--- src/vsn_defs.svh ---
`ifndef VSN_DEFS_SVH
`define VSN_DEFS_SVH

// Datapath widths

`define VSN_SAMPLE_W  16  // Incident and reflected sample width

`define VSN_COEF_W    18  // S coefficient width

`define VSN_FRAC_BITS 16  // Fraction bits of a coefficient

`define VSN_ACC_W     48  // Column chain accumulator width

// Network shape

`define VSN_NPORTS    2   // Ports of the network

`define VSN_NSAMPLES  4   // Sample lanes per beat

// Pipeline depth

`define VSN_MAC_LAT   4   // Register stages inside one MAC unit

`endif

--- src/vsn_network_pkg.sv ---
`default_nettype none

`include "vsn_defs.svh"

package vsn_network_pkg;

  // S coefficient in signed fixed point
  typedef logic signed [`VSN_COEF_W-1:0] coef_t;

  // Calibration added to an incident wave before the multiply
  typedef logic signed [`VSN_SAMPLE_W-1:0] offset_t;

  // Outer index is the output port i and inner index the input port j
  typedef coef_t [`VSN_NPORTS-1:0][`VSN_NPORTS-1:0] smatrix_t;

  // One offset per incident port
  typedef offset_t [`VSN_NPORTS-1:0] offset_vec_t;

  // One register write into the shadow bank
  typedef struct packed {
    logic                   is_offset;  // Offset table instead of S matrix
    logic [1:0]             row;        // Output port i
    logic [1:0]             col;        // Input port j and offset index
    logic [`VSN_COEF_W-1:0] value;      // Offsets use the low sample bits
  } cfg_wr_t;

endpackage

`default_nettype wire

--- src/vsn_coef_bank.sv ---
`timescale 1ns/100ps
`default_nettype none

`include "vsn_defs.svh"

// Shadow and active S matrix with commit gated by an empty pipeline
module vsn_coef_bank
  import vsn_network_pkg::*;
(
  input  logic        vsn_clk,
  input  logic        rst,
  input  logic        cfg_valid,
  input  cfg_wr_t     cfg,
  input  logic        commit_valid,
  output logic        commit_ready,
  input  logic        beat_in,
  input  logic        beat_out,
  output smatrix_t    smatrix,
  output offset_vec_t offsets
);

  localparam int CNT_W = 6;            // Well above the beats the datapath can hold

  smatrix_t         shadow_s;
  offset_vec_t      shadow_off;
  logic [CNT_W-1:0] inflight;          // Beats between input accept and output transfer
  logic             row_ok;
  logic             col_ok;
  logic             commit;

  assign row_ok = (int'(cfg.row) < `VSN_NPORTS);  // Writes past the port count are dropped
  assign col_ok = (int'(cfg.col) < `VSN_NPORTS);

  assign commit_ready = (inflight == '0);
  assign commit       = commit_valid && commit_ready;

  // Shadow bank
  always_ff @(posedge vsn_clk) begin
    if (rst) begin
      shadow_s   <= '0;
      shadow_off <= '0;
    end else if (cfg_valid) begin
      if (cfg.is_offset) begin
        if (col_ok) begin
          shadow_off[cfg.col] <= cfg.value[`VSN_SAMPLE_W-1:0];  // Low bits only
        end
      end else if (row_ok && col_ok) begin
        shadow_s[cfg.row][cfg.col] <= cfg.value;
      end
    end
  end

  // In flight beat count
  always_ff @(posedge vsn_clk) begin
    if (rst) begin
      inflight <= '0;
    end else begin
      inflight <= inflight + CNT_W'(beat_in) - CNT_W'(beat_out);
    end
  end

  // Active bank seen by the rows
  always_ff @(posedge vsn_clk) begin
    if (rst) begin
      smatrix <= '0;
      offsets <= '0;
    end else if (commit) begin
      smatrix <= shadow_s;             // Whole bank swaps at once
      offsets <= shadow_off;
    end
  end

endmodule

`default_nettype wire

--- config.mk ---
export PLATFORM = sky130hd
export DESIGN_NAME = vsn_coef_bank
export DESIGN_NICKNAME = d
export VERILOG_FILES = /design/src/vsn_network_pkg.sv /design/src/vsn_coef_bank.sv
export VERILOG_INCLUDE_DIRS = /design/src
export SDC_FILE = /design/constraint.sdc
export NUM_CORES = 1
export LEC_CHECK = 0
export BUFFER_PORTS_ARGS = -buffer_cell sky130_fd_sc_hd__buf_2
export CAP_MARGIN = 20
export CORE_ASPECT_RATIO = 0.9
export CORE_MARGIN = 4
export CORE_UTILIZATION = 32
export DETAILED_ROUTE_END_ITERATION = 16
export GPL_ROUTABILITY_DRIVEN = 1
export HOLD_SLACK_MARGIN = 0.06
export PLACE_DENSITY = 0.57
export SYNTH_ARGS = -nofsm -noshare
export SYNTH_HDL_FRONTEND = slang
export SYNTH_SLANG_ARGS = --single-unit
--- constraint.sdc ---
create_clock -name vsn_clk -period 2.8 [get_ports vsn_clk]
set_clock_uncertainty 0.1 [all_clocks]
set_input_delay 0.14 -clock vsn_clk [delete_from_list [all_inputs] [get_ports vsn_clk]]
set_output_delay 0.14 -clock vsn_clk [all_outputs]
set_load 0.05 [all_outputs]
# Word level (Yosys, flattened, before mapping)
# Cells that the tools add are included.
[word_totals] reg_bits=214 in_bits=29 out_inout_bits=105 wordCells=37
[classes] addsub=2 order_cmp=6 n_mux=8 bitwise_logic=1 reduce_logical=7
[op_table] operator="72-bit bitwise mux" count=1
[op_table] operator="36-bit demux with 1-bit select" count=1
[op_table] operator="36-bit two-way mux" count=1
[op_table] operator="32-bit bitwise mux" count=1
[op_table] operator="18-bit demux with 1-bit select" count=1
[op_table] operator="18-bit two-way mux" count=1
[op_table] operator="16-bit demux with 1-bit select" count=1
[op_table] operator="16-bit two-way mux" count=1
[op_table] operator="2-bit < comparator (second input constant)" count=4
[op_table] operator="6-bit by 1-bit adder with 6-bit output" count=1
[op_table] operator="6-bit zero test" count=1
[op_table] operator="3-bit AND reduction" count=2
[op_table] operator="6-bit by 1-bit subtractor with 6-bit output" count=1
[op_table] operator="2-bit by 1-bit >= comparator with 1-bit output (second input constant)" count=2
[op_table] operator="1-bit logical AND" count=4
[op_table] operator="1-bit NOT" count=1

# Logic depth before layout (Yosys ltp)
[logic_depth] ltp_word=7 mapped_depth=10 depth_no_buf=10

# Worst setup path before layout
# OpenSTA, ideal clock, no wires.
[synth_path] kind="register to register" startpoint="register inflight[2]" endpoint="register smatrix[0] (netlist bit)" setup_ns=0.070 arrival_time_ns=1.750 t_required_ns=2.630 slack_ns=0.879 path_stages_with_launch=10 path_buffers=3 period_less_slack_ns=1.921 path_cell_list="dfxtp_1 > inv_1 > ha_1 > and4bb_1 > and2_1 > buf_2 > buf_6 > buf_6 > nand2_1 > a21oi_1"
[synth_between] elab_chain_cells=2
[synth_lines] item="start, declared" line_no="vsn_coef_bank.sv:26" rtl="logic [CNT_W-1:0] inflight;"
[synth_lines] item="start signal, assigned" line_no="vsn_coef_bank.sv:58" rtl="inflight <= inflight + CNT_W'(beat_in) - CNT_W'(beat_out);"
[synth_lines] item="6-bit zero test" line_no="vsn_coef_bank.sv:34" rtl="assign commit_ready = (inflight == '0);"
[synth_lines] item="named net commit_ready" line_no="vsn_coef_bank.sv:15" rtl="output logic commit_ready,"
[synth_lines] item="1-bit logical AND" line_no="vsn_coef_bank.sv:35" rtl="assign commit = commit_valid && commit_ready;"
[synth_lines] item="end signal, assigned" line_no="vsn_coef_bank.sv:68" rtl="smatrix <= shadow_s;"
[synth_lines] item="end, declared" line_no="vsn_coef_bank.sv:18" rtl="output smatrix_t smatrix,"
# The timed path passes the listed nets, and every way through them passes these cells.
# A chain may end at the register's enable or synchronous reset.

# Final worst setup path
[layout_path] startpoint="register inflight[2]" endpoint="register smatrix[9] (netlist bit)"
[layout_between] elab_chain_cells=2
[layout_lines] item="6-bit zero test" line_no="vsn_coef_bank.sv:34"
[layout_lines] item="1-bit logical AND" line_no="vsn_coef_bank.sv:35"
# Every way passes these cells.

==> metrics.txt <==
endpoint class of the critical path flip-flop; Num CTS Buffers 24; ANT nets after route 0; count of cell types in the netlist 33; main area contributors after synthesis dfxtp_1 (56%), nand2_1 (21%), a21oi_1 (14%), clkbuf_1 (1.7%), buf_6 (1.6%); clk sinks between 200 and 250; Max-slew headroom between 40% and 50%; Max clock buf depth 3; power density cells about 750 mW/mm2; Site Rows 53; pin count of the biggest net entering global routing between 100 and 150; CP required ~3.1 ns; Yosys reg bits between 200 and 250; Placer Congestion a little over 0.8; maxcap violations 0; Root Buffer clkbuf_16; most instantiated cells after synthesis nand2_1 (421), dfxtp_1 (214), a21oi_1 (210); Slew Viols, Final 0; Setup TNS Final 0 ns; nets approximately 1100; LEAKAGE between 3 and 4 nW; Vias ~6600; clock-pin slew of the registers on the worst-case setup and hold paths roughly 0.06 ns; post-cts repair resize count 0; dpl ws roughly 0.8 ns; vias in the first global route around 6200; unrepaired setup endpoints after global routing no; total gr overflow 0; DRC Markers 0; first-pass GRT wire length 34.7 mm; most numerous cell in the Yosys netlist nand2_1; CTS tree done; Post-DP HPWL 13.9 mm; Inst Count DP between 1000 and 1500; Total GRT Usage between 15 and 20%; synthesized area around 0.0077 mm2; final worst-path cycle share a little over two thirds; share of the synthesized area in the top cell type 55.8%; worst slew pin tran between 0.8 and 0.9 ns; die width about 170 um; synthesized area per cell 7.97 um2; Area after DPL ~0.0084 mm2; top achievable clock speed roughly 510 MHz; Yosys warning total 0; crit start category flip-flop; 1st-pass router iterations 4; initial antenna violation count 0; Critical Path Fanout Max 26; Post-synth EDFFs 0; Core Area 0.0235 mm2; Synth area leader dfxtp_1; Mapped Nets 1001; sequential-to-total area share from yosys stat a little under three fifths; 1st-iter DRT viols 438; Final Non-Filler Cells about 1400; Setup Viol. Count Final 0; peak supply drop 0.436 mV; arrival time at the worst endpoint between 2 and 2.5 ns; cell area after layout between 0.009 and 0.01 mm2; Mapped Cells around 960; Buffers on Ports about 130; worst skew pair latency about 0.50 ns; die outline area between 0.02 and 0.03 mm2; Hold/Removal Path Class primary input to flip-flop; hold-fix buffers at CTS 22; outcome completed; ant diodes 0; detailed-route wire length per cell about 16 um; total power between 7 and 8 mW; critical path type flip-flop to flip-flop; Hold Vio Cnt, Final 0; Initial Util between 30% and 40%; filler cell count between 2000 and 3000; postcts setup bufs 0; share of layout cells above drive strength 1 about 16%; asr flop ratio synth 0%; Routed WL 22.3 mm; Final Core Density 40.3%; CTS H-tree depth 1; min Tclk post-route ~2.0 ns; # IOs around 130; Via density between 4 and 5; Top FF cell, synth dfxtp_1; final setup margin around 0.83 ns; die height 155 um; Area Overhead vs Synth 23.1%; worst hold slack 0.100 ns
final cells by class:
class	count	area [um2]	share of cell area, %
clock buffers	38	744	7.87
clock inverters	4	51.3	0.543
inverters	10	37.5	0.397
multi-input cells	674	3010	31.8
flip-flops and latches	214	4280	45.3
well taps	302	378	4.00
repair buffers	160	955	10.1
metal layers:
layer | routed length (um) | GRT usage [%] | vias up
met5 | 0 | 0 | -
met4 | 590 | 4.34 | 0
met3 | 1520 | 4.24 | 42
met2 | 9980 | 26.0 | 166
met1 | 10200 | 22.2 | 3058
li1 | - | - | 3336
report_power, final:
part / switching [mW] / internal (mW)
Sequential: 0.0296 / 3.10
Clock: 1.22 / 1.91
Combinational: 0.617 / 0.251
final timing paths:
check / startpoint / end / slack [ns] / depth (start not counted)
max reg2reg: inflight[2] / smatrix[9] / 0.83 / 7
min: commit_valid / offsets[14] / 0.10 / 4
max: inflight[2] / smatrix[9] / 0.83 / 7
min reg2reg: smatrix[18] / smatrix[18] / 0.35 / 2
cells by family after synthesis:
kind of cell,share of synthesized area (%)
and+or+nand+nor,23.0
AOI/OAI and AO/OA,14.1
DFF,55.8
buffers and inverters,5.17
adders and majority gates,1.56
xor gates and xnor gates,0.228
muxes,0.130
layout by cell type, fill, tap and decap left out, types with 2 or more instances in the layout:
cell / synthesis / layout
and4bb_1: 2 / 2
a21oi_1: 210 / 210
dfxtp_1: 214 / 214
buf_12: 0 / 2
clkbuf_8: 0 / 7
and2_1: 5 / 4
nor2_1: 4 / 4
dlygate4sd3_1: 0 / 22
buf_4: 5 / 3
and3_1: 2 / 2
buf_2: 9 / 132
nand2_1: 421 / 421
inv_1: 10 / 10
nand2_2: 3 / 2
nand3_1: 3 / 3
clkbuf_16: 0 / 25
clkbuf_1: 35 / 6
ha_1: 8 / 8
critical path, cell delays in order (launching register included):
cell      delay [ns]
dfxtp_1         0.31
inv_1           0.08
ha_1            0.14
and4bb_1        0.30
and2_4          0.38
buf_4           0.35
nand2_1         0.09
a21oi_1         0.13
state kept, by name, indices dropped and copies added (netlist names):
| signal | count |
|---|---|
| shadow_s | 72 |
| smatrix | 72 |
| inflight | 6 |
| shadow_off | 32 |
| offsets | 32 |
Power figures use the tool's default switching activity.
