`config.mk`:
```
export PLATFORM = sky130hd
export DESIGN_NAME = vsn_skid_buf
export DESIGN_NICKNAME = d
export VERILOG_FILES = /design/src/vsn_skid_buf.sv
export SDC_FILE = /design/constraint.sdc
export NUM_CORES = 1
export LEC_CHECK = 0
export ABC_AREA = 1
export BUFFER_PORTS_ARGS = -buffer_cell sky130_fd_sc_hd__buf_2
export CAP_MARGIN = 20
export CORE_MARGIN = 5
export CORE_UTILIZATION = 57
export CTS_BUF_LIST = sky130_fd_sc_hd__clkbuf_2 sky130_fd_sc_hd__clkbuf_4 sky130_fd_sc_hd__clkbuf_8
export DETAILED_ROUTE_END_ITERATION = 7
export PLACE_DENSITY = 0.85
export SLEW_MARGIN = 30
export SYNTH_ARGS = -nofsm -noshare
export SYNTH_HDL_FRONTEND = slang
export SYNTH_SLANG_ARGS = --single-unit
```
`constraint.sdc`:
```
create_clock -name vsn_clk -period 3.83 [get_ports vsn_clk]
set_clock_uncertainty 0.15 [all_clocks]
set_input_delay 0.5745 -clock vsn_clk [delete_from_list [all_inputs] [get_ports vsn_clk]]
set_output_delay 0.5745 -clock vsn_clk [all_outputs]
set_load 0.005 [all_outputs]
```
`src/vsn_skid_buf.sv`:
```
`timescale 1ns/100ps
`default_nettype none

// Two entry valid/ready buffer with a registered ready
module vsn_skid_buf #(
  parameter type T = logic [7:0]
) (
  input  logic vsn_clk,
  input  logic rst,
  input  logic in_valid,
  output logic in_ready,
  input  T     in_data,
  output logic out_valid,
  input  logic out_ready,
  output T     out_data
);

  T           mem [2];                 // Storage, no reset needed
  logic       wr_ptr;
  logic       rd_ptr;
  logic [1:0] count;                   // Entries held, 0 to 2
  logic [1:0] count_next;
  logic       push;
  logic       pop;

  assign push      = in_valid && in_ready;
  assign pop       = out_valid && out_ready;
  assign out_valid = (count != 2'd0);
  assign out_data  = mem[rd_ptr];      // Head entry

  assign count_next = count + {1'b0, push} - {1'b0, pop};

  always_ff @(posedge vsn_clk) begin
    if (rst) begin
      wr_ptr   <= 1'b0;
      rd_ptr   <= 1'b0;
      count    <= 2'd0;
      in_ready <= 1'b0;                // Rises one cycle after reset
    end else begin
      if (push) begin
        wr_ptr <= ~wr_ptr;
      end
      if (pop) begin
        rd_ptr <= ~rd_ptr;
      end
      count    <= count_next;
      in_ready <= (count_next != 2'd2); // Space for one more next cycle
    end
  end

  always_ff @(posedge vsn_clk) begin
    if (push) begin
      mem[wr_ptr] <= in_data;
    end
  end

endmodule

`default_nettype wire

```
# ---- Word level (Yosys, flattened, before mapping)
# Memories as Yosys holds them, arrays and structs flattened. A register that Yosys moved wholly into a read port is not among the register bits.
# Cells that the tools add are included.
# Widths: inputs -> output; s select.
dict set report totals {
  register_bits 5
  ramBits 16
  output_inout_bits 10
  elab_cells 17
  memories 1
}
# name depth word_bits read_ports rd_ports_with_merged_regs write_ports line_no
set memory_table {}
lappend memory_table {mem 2 8 1 1 1 18} ;# T mem [2];
dict set report op_classes {
  addsub 2
  n_eq_ne 1
  muxes 4
  bitwise_logic 2
  n_reduce_logical 3
}
# cell count
set op_table {}
lappend op_table {{$mux 1} 4}
lappend op_table {{$add 2x1->2} 1}
lappend op_table {{$logic_and 1x1->1} 2}
lappend op_table {{$ne 2x2->1 const B} 1}
lappend op_table {{$not 1->1} 2}
lappend op_table {{$reduce_bool 2->1} 1}
lappend op_table {{$sub 2x1->2} 1}

# ---- Logic depth before layout (Yosys ltp)
# Gate-level depths: netlist of run 1.
dict set report depth {
  ltp_word 4
  ltp_mapped 11
  mapped_depth_nobuf 11
}

# ---- Worst setup path after synthesis of run 1
# OpenSTA, ideal clock, no wires.
dict set report synth_path {
  path_type {input-to-reg}
  start {input in_valid}
  end {register in_ready}
  setup_time_ps 113
  arrival_ps 1393
  t_required_ps 3567
  path_slack_ps 2174
  path_stages 11
  path_buffers 0
  path_cell_list {nand2_2 -> inv_1 -> o21ai_1 -> nand2_1 -> ha_1 -> inv_1 -> nand2_1 -> nand2_1 -> nand3_2 -> nand3_1 -> nand2_1}
}
dict set report synth_via {
  elab_chain_cells 4
}
# element line_no
set synth_rtl {}
lappend synth_rtl {{from (decl)} 10} ;# input logic in_valid,
lappend synth_rtl {{$logic_and 1x1->1} 26} ;# assign push = in_valid && in_ready;
lappend synth_rtl {{$add 2x1->2} 31} ;# assign count_next = count + {1'b0, push} - {1'b0, pop};
lappend synth_rtl {{$sub 2x1->2} 31}
lappend synth_rtl {{$ne 2x2->1} 47} ;# in_ready <= (count_next != 2'd2);
lappend synth_rtl {{to (signal assigned)} 47}
lappend synth_rtl {{to (decl)} 11} ;# output logic in_ready,
# No other way between the ends.
# A chain may end at the register's enable or synchronous reset.

==> impl_metrics.xml, run 1 <==
<?xml version="1.0" encoding="UTF-8"?>
<metrics>
  <group name="sta">
    <metric name="achievable-frequency" unit="MHz">476</metric>
    <metric name="timing_worst_slew_pin_value" unit="ns">0.714</metric>
    <metric name="fin_crit_sh" unit="%">54.8</metric>
    <metric name="setup_viol" unit="">0</metric>
    <metric name="finalHoldViolCount" unit="">0</metric>
    <metric name="finalCriticalPeriod" unit="ns">2.10</metric>
    <metric name="maxSlewViolCount" unit="">0</metric>
    <metric name="setup_slack" unit="ns">1.73</metric>
    <metric name="fin_tns_setup" unit="ns">0</metric>
    <metric name="max_slew_headroom" unit="%">52.2</metric>
    <metric name="grt_setup_unrepaired" unit="">false</metric>
  </group>
  <group name="run_status">
    <metric name="outcome" unit="">completed</metric>
  </group>
  <group name="power_and_ir_drop">
    <metric name="irDropWorstVdd" unit="V">0.000616</metric>
    <metric name="power.density_cell_area" unit="nW/µm²">679</metric>
    <metric name="leakagePower" unit="nW">0.445</metric>
  </group>
  <group name="global_routing">
    <metric name="grt_start_max_net_pins" unit="">14</metric>
    <metric name="groute.layer.met3.usage" unit="%">4.22</metric>
    <metric name="met1_usage" unit="%">12.7</metric>
    <metric name="first_pass_grt_wire_length" unit="mm">2.42</metric>
    <metric name="groute.usage.overall" unit="%">12.8</metric>
    <metric name="grt_pass1_vias" unit="">610</metric>
    <metric name="grt.overflow.total" unit="">0</metric>
    <metric name="grt.busiest_layer" unit="">met2</metric>
    <metric name="initial_antenna_violation_count" unit="">0</metric>
    <metric name="use_met2" unit="%">24.0</metric>
  </group>
  <group name="placement">
    <metric name="routability_driven_placement_congestion_ratio" unit="">0.779</metric>
    <metric name="post-place-ws" unit="ns">1.95</metric>
    <metric name="placement.io_buffers" unit="">21</metric>
    <metric name="placed_area" unit="µm²">1010</metric>
    <metric name="dpl.hpwl" unit="mm">1.13</metric>
  </group>
  <group name="critical_path">
    <metric name="reg2reg_slack" unit="ns">2.29</metric>
    <metric name="timing.reg2reg.worst_path_depth" unit="">2</metric>
    <metric name="critical_path_required" unit="ns">3.11</metric>
    <metric name="crit-reg2reg-launch" unit="">in_ready$_SDFF_PP0_</metric>
    <metric name="worst-setup-path-type" unit="">register to output port</metric>
    <metric name="timing.critical_path.from_type" unit="">register</metric>
    <metric name="worst-path-max-fanout" unit="">8</metric>
    <metric name="critPathArrivalTime" unit="ns">1.38</metric>
    <metric name="timing.critical_path.to_type" unit="">output port</metric>
    <metric name="r2r-end" unit="">mem[1][2]$_DFFE_PP_</metric>
  </group>
  <group name="routing">
    <metric name="wl_per_cell" unit="µm">13.6</metric>
    <metric name="detail_route.first_pass.iterations" unit="">4</metric>
    <metric name="route.antenna.remaining_nets" unit="">0</metric>
    <metric name="totalWireLength" unit="mm">1.45</metric>
    <metric name="drt_drc_violations_left" unit="">0</metric>
    <metric name="detailroute.via_count" unit="">575</metric>
    <metric name="dr.first_iter.drc_count" unit="">11</metric>
    <metric name="drt-vias-per-instance" unit="">5.42</metric>
  </group>
  <group name="layout">
    <metric name="fin_nets" unit="">104</metric>
    <metric name="area.growth.synth_to_final" unit="%">19.5</metric>
    <metric name="post-route-cell-area" unit="µm²">1060</metric>
    <metric name="finish.utilization" unit="%">71.2</metric>
    <metric name="final_layout_size_suffix_gt1_share" unit="%">47.8</metric>
    <metric name="num_antenna_cells" unit="">0</metric>
  </group>
  <group name="hold_path">
    <metric name="holdPathStages" unit="">2</metric>
    <metric name="holdCritPathClass" unit="">primary input to register</metric>
    <metric name="hold_end" unit="">count[1]$_SDFF_PP0_</metric>
    <metric name="hold_path_start" unit="">rst</metric>
  </group>
  <group name="synth">
    <metric name="synth-seq-area-share" unit="%">67.7</metric>
    <metric name="muxShareOfSynthArea" unit="%">10.2</metric>
    <metric name="synth_simple_gate_area_share" unit="%">13.1</metric>
    <metric name="postSynthNetCount" unit="">79</metric>
    <metric name="synth-compound-area-share" unit="%">3.67</metric>
    <metric name="synth_fa_ha_area_share" unit="%">1.41</metric>
    <metric name="post_synth_xor_area_fraction" unit="%">0</metric>
    <metric name="synth.lib_cells_used.distinct" unit="">20</metric>
    <metric name="syn-instance-count" unit="">66</metric>
    <metric name="synth_seq_cells" unit="">22</metric>
    <metric name="yosysWarningCount" unit="">0</metric>
    <metric name="synth_top_family_by_area" unit="">simple AND/OR/NAND/NOR gates</metric>
    <metric name="avgSynthCellArea" unit="µm²">13.4</metric>
    <metric name="cell_area_after_technology_mapping" unit="µm²">887</metric>
  </group>
  <group name="die">
    <metric name="initial_utilization" unit="%">59.6</metric>
    <metric name="ioPinCount" unit="">22</metric>
    <metric name="die_width" unit="µm">49.5</metric>
    <metric name="core_area" unit="µm²">1490</metric>
    <metric name="row_count" unit="">14</metric>
    <metric name="die_h" unit="µm">49.5</metric>
    <metric name="fp.dieArea" unit="µm²">2450</metric>
  </group>
  <group name="clocking">
    <metric name="post-cts-setup-buffers" unit="">0</metric>
    <metric name="post_cts_hold_buffer_count" unit="">0</metric>
    <metric name="clk_buf_depth" unit="">2</metric>
    <metric name="tritoncts_clock_tree" unit="">done</metric>
    <metric name="cts_sinks" unit="">22</metric>
    <metric name="cts_repair_resize_count" unit="">0</metric>
    <metric name="cts-buffers-inserted" unit="">3</metric>
    <metric name="path_clk_slew" unit="ns">0.12</metric>
    <metric name="cts.htree.levels" unit="">1</metric>
    <metric name="clk-insertion-delay-late" unit="ns">0.30</metric>
    <metric name="cts_root_buf" unit="">sky130_fd_sc_hd__clkbuf_4</metric>
  </group>
  <group name="job">
    <metric name="max-cap-violations" unit="">0</metric>
  </group>
</metrics>
## area by class of cell
cell class / instances / area, µm²
multi-input combinational: 35 / 251
tap: 16 / 20.0
fill: 104 / 429
clock buffer: 3 / 22.5
sequential: 22 / 601
inverter: 8 / 30.0
clock inverter: 1 / 30.0
timing repair buffer: 21 / 105
## cell families (layout without fill, tap and decap cells)
kind of cell,Yosys count,after routing
AOI/OAI and AO/OA,5,5
buffers and inverters,9,33
DFF,22,22
adders and majority gates,1,1
muxes,8,8
and+or+nand+nor,21,21
## power breakdown
group / internal (mW) / switching [mW]
clock network: 0.106 / 0.0675
registers: 0.306 / 0.0348
logic: 0.0974 / 0.108
total: 0.509 / 0.210
## Yosys cell counts
master | n | area, µm²
sky130_fd_sc_hd__a21oi_1 | 2 | 10.0
sky130_fd_sc_hd__a21oi_2 | 1 | 8.76
sky130_fd_sc_hd__inv_2 | 1 | 3.75
sky130_fd_sc_hd__nor2_4 | 1 | 11.3
sky130_fd_sc_hd__ha_1 | 1 | 12.5
sky130_fd_sc_hd__nor3_1 | 1 | 5.00
sky130_fd_sc_hd__edfxtp_1 | 16 | 480
sky130_fd_sc_hd__buf_2 | 1 | 5.00
sky130_fd_sc_hd__o21ai_2 | 1 | 8.76
sky130_fd_sc_hd__inv_1 | 7 | 26.3
sky130_fd_sc_hd__o21ai_1 | 1 | 5.00
sky130_fd_sc_hd__nor2_2 | 1 | 6.26
sky130_fd_sc_hd__nand2_1 | 9 | 33.8
sky130_fd_sc_hd__mux2_2 | 8 | 90.1
sky130_fd_sc_hd__nand3_1 | 1 | 5.00
sky130_fd_sc_hd__nand2_4 | 1 | 11.3
sky130_fd_sc_hd__dfxtp_1 | 6 | 120
sky130_fd_sc_hd__nor2_1 | 3 | 11.3
sky130_fd_sc_hd__nand3_2 | 2 | 20.0
sky130_fd_sc_hd__nand2_2 | 2 | 12.5
## layer usage
metal  part of all wire, %  up-vias
li1                      -      273
met1                    38      272
met2                    52       26
met3                   7.5        4
met4                   2.4        0
met5                     0        -
## critical path, stage by stage (launching register included)
cell and delay, ns:
sky130_fd_sc_hd__dfxtp_1 0.56, sky130_fd_sc_hd__mux2_2 0.39, sky130_fd_sc_hd__buf_2 0.13
## worst max path at each step
stage | startpoint | to | slack, ns | cells past startpoint
final | register | out_data[4] | 1.73 | 2
after global routing | register | out_data[4] | 1.66 | 2
after CTS | register | out_data[4] | 1.70 | 2
after detailed placement | in_valid | in_ready$_SDFF_PP0_ | 1.95 | 12
after global placement | in_valid | in_ready$_SDFF_PP0_ | 1.98 | 12
after floorplan | in_valid | in_ready$_SDFF_PP0_ | 2.17 | 11
## cells in the final DEF, fill, tap and decap left out
| cell type | netlist | final |
|---|---|---|
| sky130_fd_sc_hd__dfxtp_1 | 6 | 6 |
| sky130_fd_sc_hd__nand3_1 | 1 | 1 |
| sky130_fd_sc_hd__nand2_1 | 9 | 9 |
| sky130_fd_sc_hd__inv_2 | 1 | 1 |
| sky130_fd_sc_hd__o21ai_1 | 1 | 1 |
| sky130_fd_sc_hd__nand3_2 | 2 | 2 |
| sky130_fd_sc_hd__nor2_4 | 1 | 1 |
| sky130_fd_sc_hd__bufinv_16 | 0 | 1 |
| sky130_fd_sc_hd__a21oi_1 | 2 | 2 |
| sky130_fd_sc_hd__nand2_4 | 1 | 1 |
| sky130_fd_sc_hd__mux2_2 | 8 | 8 |
| sky130_fd_sc_hd__nor3_1 | 1 | 1 |
| sky130_fd_sc_hd__inv_1 | 7 | 7 |
| sky130_fd_sc_hd__buf_2 | 1 | 21 |
| sky130_fd_sc_hd__nand2_2 | 2 | 2 |
| sky130_fd_sc_hd__clkbuf_4 | 0 | 3 |
| sky130_fd_sc_hd__a21oi_2 | 1 | 1 |
| sky130_fd_sc_hd__ha_1 | 1 | 1 |
| sky130_fd_sc_hd__nor2_2 | 1 | 1 |
| sky130_fd_sc_hd__edfxtp_1 | 16 | 16 |
| sky130_fd_sc_hd__o21ai_2 | 1 | 1 |
| sky130_fd_sc_hd__nor2_1 | 3 | 3 |
## metrics by stage
| stage | power [mW] | hold slack (ns) | instances |
|---|---|---|---|
| after detailed placement | 0.556 | 0.321 | 102 |
| final | 0.719 | 0.304 | 106 |
| after floorplan | 0.484 | 0.297 | 66 |
| after global routing | 0.768 | 0.280 | 106 |
| after global placement | 0.544 | 0.312 | 102 |
| after CTS | 0.728 | 0.299 | 106 |
## state kept, by name, indices dropped and copies added, names as in the netlist, named ones only
name / count
wr_ptr: 1
in_ready: 1
count: 2
rd_ptr: 1
mem: 16
Power figures use the tool's default switching activity.
==> run 2: changes to the inputs <==
--- a/config.mk
+++ b/config.mk
@@ -5,14 +5,14 @@
 export SDC_FILE = /design/constraint.sdc
 export NUM_CORES = 1
 export LEC_CHECK = 0
-export ABC_AREA = 1
+export ABC_AREA = 0
 export BUFFER_PORTS_ARGS = -buffer_cell sky130_fd_sc_hd__buf_2
 export CAP_MARGIN = 20
 export CORE_MARGIN = 5
-export CORE_UTILIZATION = 57
+export CORE_UTILIZATION = 48
 export CTS_BUF_LIST = sky130_fd_sc_hd__clkbuf_2 sky130_fd_sc_hd__clkbuf_4 sky130_fd_sc_hd__clkbuf_8
 export DETAILED_ROUTE_END_ITERATION = 7
-export PLACE_DENSITY = 0.85
+export PLACE_DENSITY = 0.76
 export SLEW_MARGIN = 30
 export SYNTH_ARGS = -nofsm -noshare
 export SYNTH_HDL_FRONTEND = slang
==> constraint.sdc (replaced) <==
create_clock -name vsn_clk -period 1.9 [get_ports vsn_clk]
set_clock_uncertainty 0.15 [all_clocks]
set_input_delay 0.285 -clock vsn_clk [delete_from_list [all_inputs] [get_ports vsn_clk]]
set_output_delay 0.285 -clock vsn_clk [all_outputs]
set_load 0.005 [all_outputs]
==> run 2 against run 1 <==
  * Routed wire length shrank 0.55%
  * Cell count increased by 5.7%
  * Synthesized cell count decreased by 15%
  * Sequential share of layout area is 4.2 points lower
  * Core utilization shrank 5.7 points
  * Final area is 7.9% higher
  * Critical path type unchanged
  * Largest power group unchanged
  * Highest routed layer unchanged
==> impl_metrics.xml, run 2 <==
<?xml version="1.0" encoding="UTF-8"?>
<metrics>
  <group name="routing">
    <metric name="dr.first_iter.drc_count" unit="">5</metric>
    <metric name="route.antenna.remaining_nets" unit="">0</metric>
    <metric name="detail_route.first_pass.iterations" unit="">2</metric>
    <metric name="detailroute.via_count" unit="">538</metric>
    <metric name="wl_per_cell" unit="µm">12.8</metric>
    <metric name="totalWireLength" unit="mm">1.44</metric>
    <metric name="drt-vias-per-instance" unit="">4.80</metric>
    <metric name="drt_drc_violations_left" unit="">0</metric>
  </group>
  <group name="synth">
    <metric name="yosysMostFrequentCell" unit="">sky130_fd_sc_hd__edfxtp_1</metric>
    <metric name="synth_seq_cells" unit="">22</metric>
    <metric name="yosysWarningCount" unit="">0</metric>
    <metric name="avgSynthCellArea" unit="µm²">15.8</metric>
    <metric name="synth_area_leaders" unit="">sky130_fd_sc_hd__edfxtp_1 (54%), sky130_fd_sc_hd__dfxtp_1 (14%), sky130_fd_sc_hd__mux2_2 (10%)</metric>
    <metric name="synth_top_family_by_area" unit="">multiplexers</metric>
    <metric name="synth_edf_count" unit="">16</metric>
    <metric name="synth_top_cell_area_share" unit="%">54.2</metric>
    <metric name="synth_fa_ha_area_share" unit="%">1.41</metric>
    <metric name="synth_commonest_cells" unit="">sky130_fd_sc_hd__edfxtp_1 (16), sky130_fd_sc_hd__mux2_2 (8), sky130_fd_sc_hd__dfxtp_1 (6)</metric>
    <metric name="synth_largest_area_cell" unit="">sky130_fd_sc_hd__edfxtp_1</metric>
    <metric name="syn-instance-count" unit="">56</metric>
    <metric name="synth-compound-area-share" unit="%">5.23</metric>
    <metric name="synth.lib_cells_used.distinct" unit="">20</metric>
    <metric name="post_synth_xor_area_fraction" unit="%">2.97</metric>
    <metric name="postSynth.asyncResetShare" unit="%">0</metric>
    <metric name="cell_area_after_technology_mapping" unit="µm²">886</metric>
    <metric name="synth_simple_gate_area_share" unit="%">9.46</metric>
    <metric name="synth-seq-area-share" unit="%">67.8</metric>
    <metric name="ys_dominant_reg_cell" unit="">sky130_fd_sc_hd__edfxtp_1</metric>
    <metric name="muxShareOfSynthArea" unit="%">12.6</metric>
    <metric name="postSynthNetCount" unit="">69</metric>
  </group>
  <group name="sta">
    <metric name="finalHoldViolCount" unit="">0</metric>
    <metric name="fin_crit_sh" unit="%">94.0</metric>
    <metric name="setup_viol" unit="">0</metric>
    <metric name="setup_slack" unit="ns">0.115</metric>
    <metric name="finalCriticalPeriod" unit="ns">1.79</metric>
    <metric name="max_slew_headroom" unit="%">75.2</metric>
    <metric name="timing_worst_slew_pin_value" unit="ns">0.371</metric>
    <metric name="fin_worst_hold_slack" unit="ns">0.0254</metric>
    <metric name="achievable-frequency" unit="MHz">560</metric>
    <metric name="maxSlewViolCount" unit="">0</metric>
  </group>
  <group name="hold_path">
    <metric name="hold_path_start" unit="">in_data[1]</metric>
    <metric name="holdCritPathClass" unit="">primary input to register</metric>
    <metric name="holdPathStages" unit="">1</metric>
    <metric name="hold_end" unit="">mem[0][1]$_DFFE_PP_</metric>
  </group>
  <group name="die">
    <metric name="ioPinCount" unit="">22</metric>
    <metric name="fp.dieArea" unit="µm²">2800</metric>
    <metric name="die_width" unit="µm">53.0</metric>
    <metric name="core_area" unit="µm²">1750</metric>
    <metric name="initial_utilization" unit="%">50.8</metric>
    <metric name="die_h" unit="µm">53.0</metric>
    <metric name="row_count" unit="">15</metric>
  </group>
  <group name="layout">
    <metric name="num_antenna_cells" unit="">0</metric>
    <metric name="largest_reg_flops" unit="">16</metric>
    <metric name="area.growth.synth_to_final" unit="%">29.1</metric>
    <metric name="layout_commonest_cell" unit="">sky130_fd_sc_hd__buf_2</metric>
    <metric name="fin_nets" unit="">101</metric>
    <metric name="max_flop_register" unit="">mem</metric>
    <metric name="layout_common_cells" unit="">sky130_fd_sc_hd__buf_2 (21), sky130_fd_sc_hd__edfxtp_1 (16), sky130_fd_sc_hd__mux2_2 (8)</metric>
    <metric name="final_layout_size_suffix_gt1_share" unit="%">46.0</metric>
    <metric name="finalNonFillerCells" unit="">112</metric>
    <metric name="biggestRegsByFlops" unit="">mem (16), count (2)</metric>
  </group>
  <group name="critical_path">
    <metric name="worst-path-max-fanout" unit="">8</metric>
    <metric name="timing.reg2reg.worst_path_depth" unit="">5</metric>
    <metric name="reg2reg_slack" unit="ns">0.12</metric>
    <metric name="max_stage_delay" unit="ns">0.55</metric>
    <metric name="worst_path_dominant_cell_family" unit="">flip-flops</metric>
    <metric name="worst-path-buf-inv" unit="">1</metric>
    <metric name="slowest_stage" unit="">sky130_fd_sc_hd__dfxtp_1</metric>
    <metric name="worstPathCellList" unit="">mux2_2 -&gt; buf_2</metric>
    <metric name="r2r-end" unit="">in_ready$_SDFF_PP0_</metric>
    <metric name="timing.critical_path.from_type" unit="">register</metric>
    <metric name="critPathArrivalTime" unit="ns">1.35</metric>
    <metric name="critical_path_required" unit="ns">1.46</metric>
    <metric name="worst-setup-path-type" unit="">register to output port</metric>
    <metric name="crit-reg2reg-launch" unit="">count[1]$_SDFF_PP0_</metric>
    <metric name="timing.critical_path.to_type" unit="">output port</metric>
  </group>
  <group name="placement">
    <metric name="placed_cells_incl_taps" unit="">103</metric>
    <metric name="placement.io_buffers" unit="">21</metric>
    <metric name="dpl.hpwl" unit="mm">1.02</metric>
    <metric name="routability_driven_placement_congestion_ratio" unit="">0.751</metric>
    <metric name="post-place-ws" unit="ns">0.0376</metric>
  </group>
  <group name="global_routing">
    <metric name="grt_start_max_net_pins" unit="">14</metric>
    <metric name="grt.overflow.total" unit="">0</metric>
    <metric name="groute.usage.overall" unit="%">10.9</metric>
    <metric name="initial_antenna_violation_count" unit="">0</metric>
    <metric name="first_pass_grt_wire_length" unit="mm">2.22</metric>
    <metric name="grt_pass1_vias" unit="">543</metric>
  </group>
  <group name="job">
    <metric name="max-cap-violations" unit="">0</metric>
  </group>
  <group name="clocking">
    <metric name="cts-buffers-inserted" unit="">3</metric>
    <metric name="cts_sinks" unit="">22</metric>
    <metric name="clk-insertion-delay-late" unit="ns">0.29</metric>
    <metric name="cts.htree.levels" unit="">1</metric>
    <metric name="cts_root_buf" unit="">sky130_fd_sc_hd__clkbuf_4</metric>
    <metric name="clk_buf_depth" unit="">2</metric>
    <metric name="path_clk_slew" unit="ns">0.12</metric>
    <metric name="tritoncts_clock_tree" unit="">done</metric>
  </group>
  <group name="run_status">
    <metric name="outcome" unit="">completed</metric>
  </group>
  <group name="power_and_ir_drop">
    <metric name="irDropWorstVdd" unit="V">0.000680</metric>
    <metric name="power.density_cell_area" unit="nW/µm²">1230</metric>
    <metric name="leakagePower" unit="nW">0.447</metric>
  </group>
</metrics>
[run 2: area by class of cell]
class | instances | area (µm²)
clock buffers | 3 | 22.5
clock inverters | 1 | 30.0
fillers | 140 | 602
multi-input cells | 33 | 289
flip-flops and latches | 22 | 601
well taps | 25 | 31.3
repair buffers | 28 | 170
[run 2: repair_timing]
action / in CTS / in global routing
gates resized for setup: 0 / 3
hold buffers: 0 / 5
endpoints found under the hold margin: 0 / 10
buffers inserted: 0 / 0
setup endpoints to repair: 0 / 2
[run 2: routing by layer]
metal / track usage [%] / routed length, µm
met3: 3.66 / 78
met4: 4.68 / 29
met2: 19.4 / 770
met5: 0 / 0
met1: 11.7 / 559
[run 2: logic make-up after synthesis]
| logic type | Yosys count |
|---|---|
| XOR/XNOR | 3 |
| adder cells (fa/ha/maj) | 1 |
| AND/OR/NAND/NOR | 15 |
| multiplexers | 10 |
| flip-flops | 22 |
| buffers and inverters | 1 |
| AO/OA/AOI/OAI | 4 |
[run 2: worst max path at each step]
stage	from	endpoint	slack (ns)	cells past startpoint
after floorplan	count[1]$_SDFF_PP0_	in_ready$_SDFF_PP0_	0.17	6
after global placement	count[1]$_SDFF_PP0_	in_ready$_SDFF_PP0_	0.17	6
after detailed placement	count[1]$_SDFF_PP0_	in_ready$_SDFF_PP0_	0.04	5
after CTS	count[1]$_SDFF_PP0_	in_ready$_SDFF_PP0_	0.03	6
after global routing	count[1]$_SDFF_PP0_	in_ready$_SDFF_PP0_	-0.03	6
final	register	out_data[0]	0.11	2
[run 2: report_power, final]
| part | internal (mW) | switching [mW] |
|---|---|---|
| combinational | 0.232 | 0.178 |
| clock | 0.213 | 0.129 |
| sequential | 0.593 | 0.0597 |
| total | 1.04 | 0.367 |
[run 2: metrics by stage]
stage | power (mW) | setup TNS, ns | util (%) | area, µm²
final | 1.40 | 0 | 65.5 | 1140
after detailed placement | 1.05 | 0 | 59.1 | 1030
after floorplan | 0.905 | 0 | - | 886
after CTS | 1.39 | 0 | 62.2 | 1080
after global placement | 1.03 | 0 | 59.1 | 1030
after global routing | 1.51 | -0.0291 | 65.5 | 1140
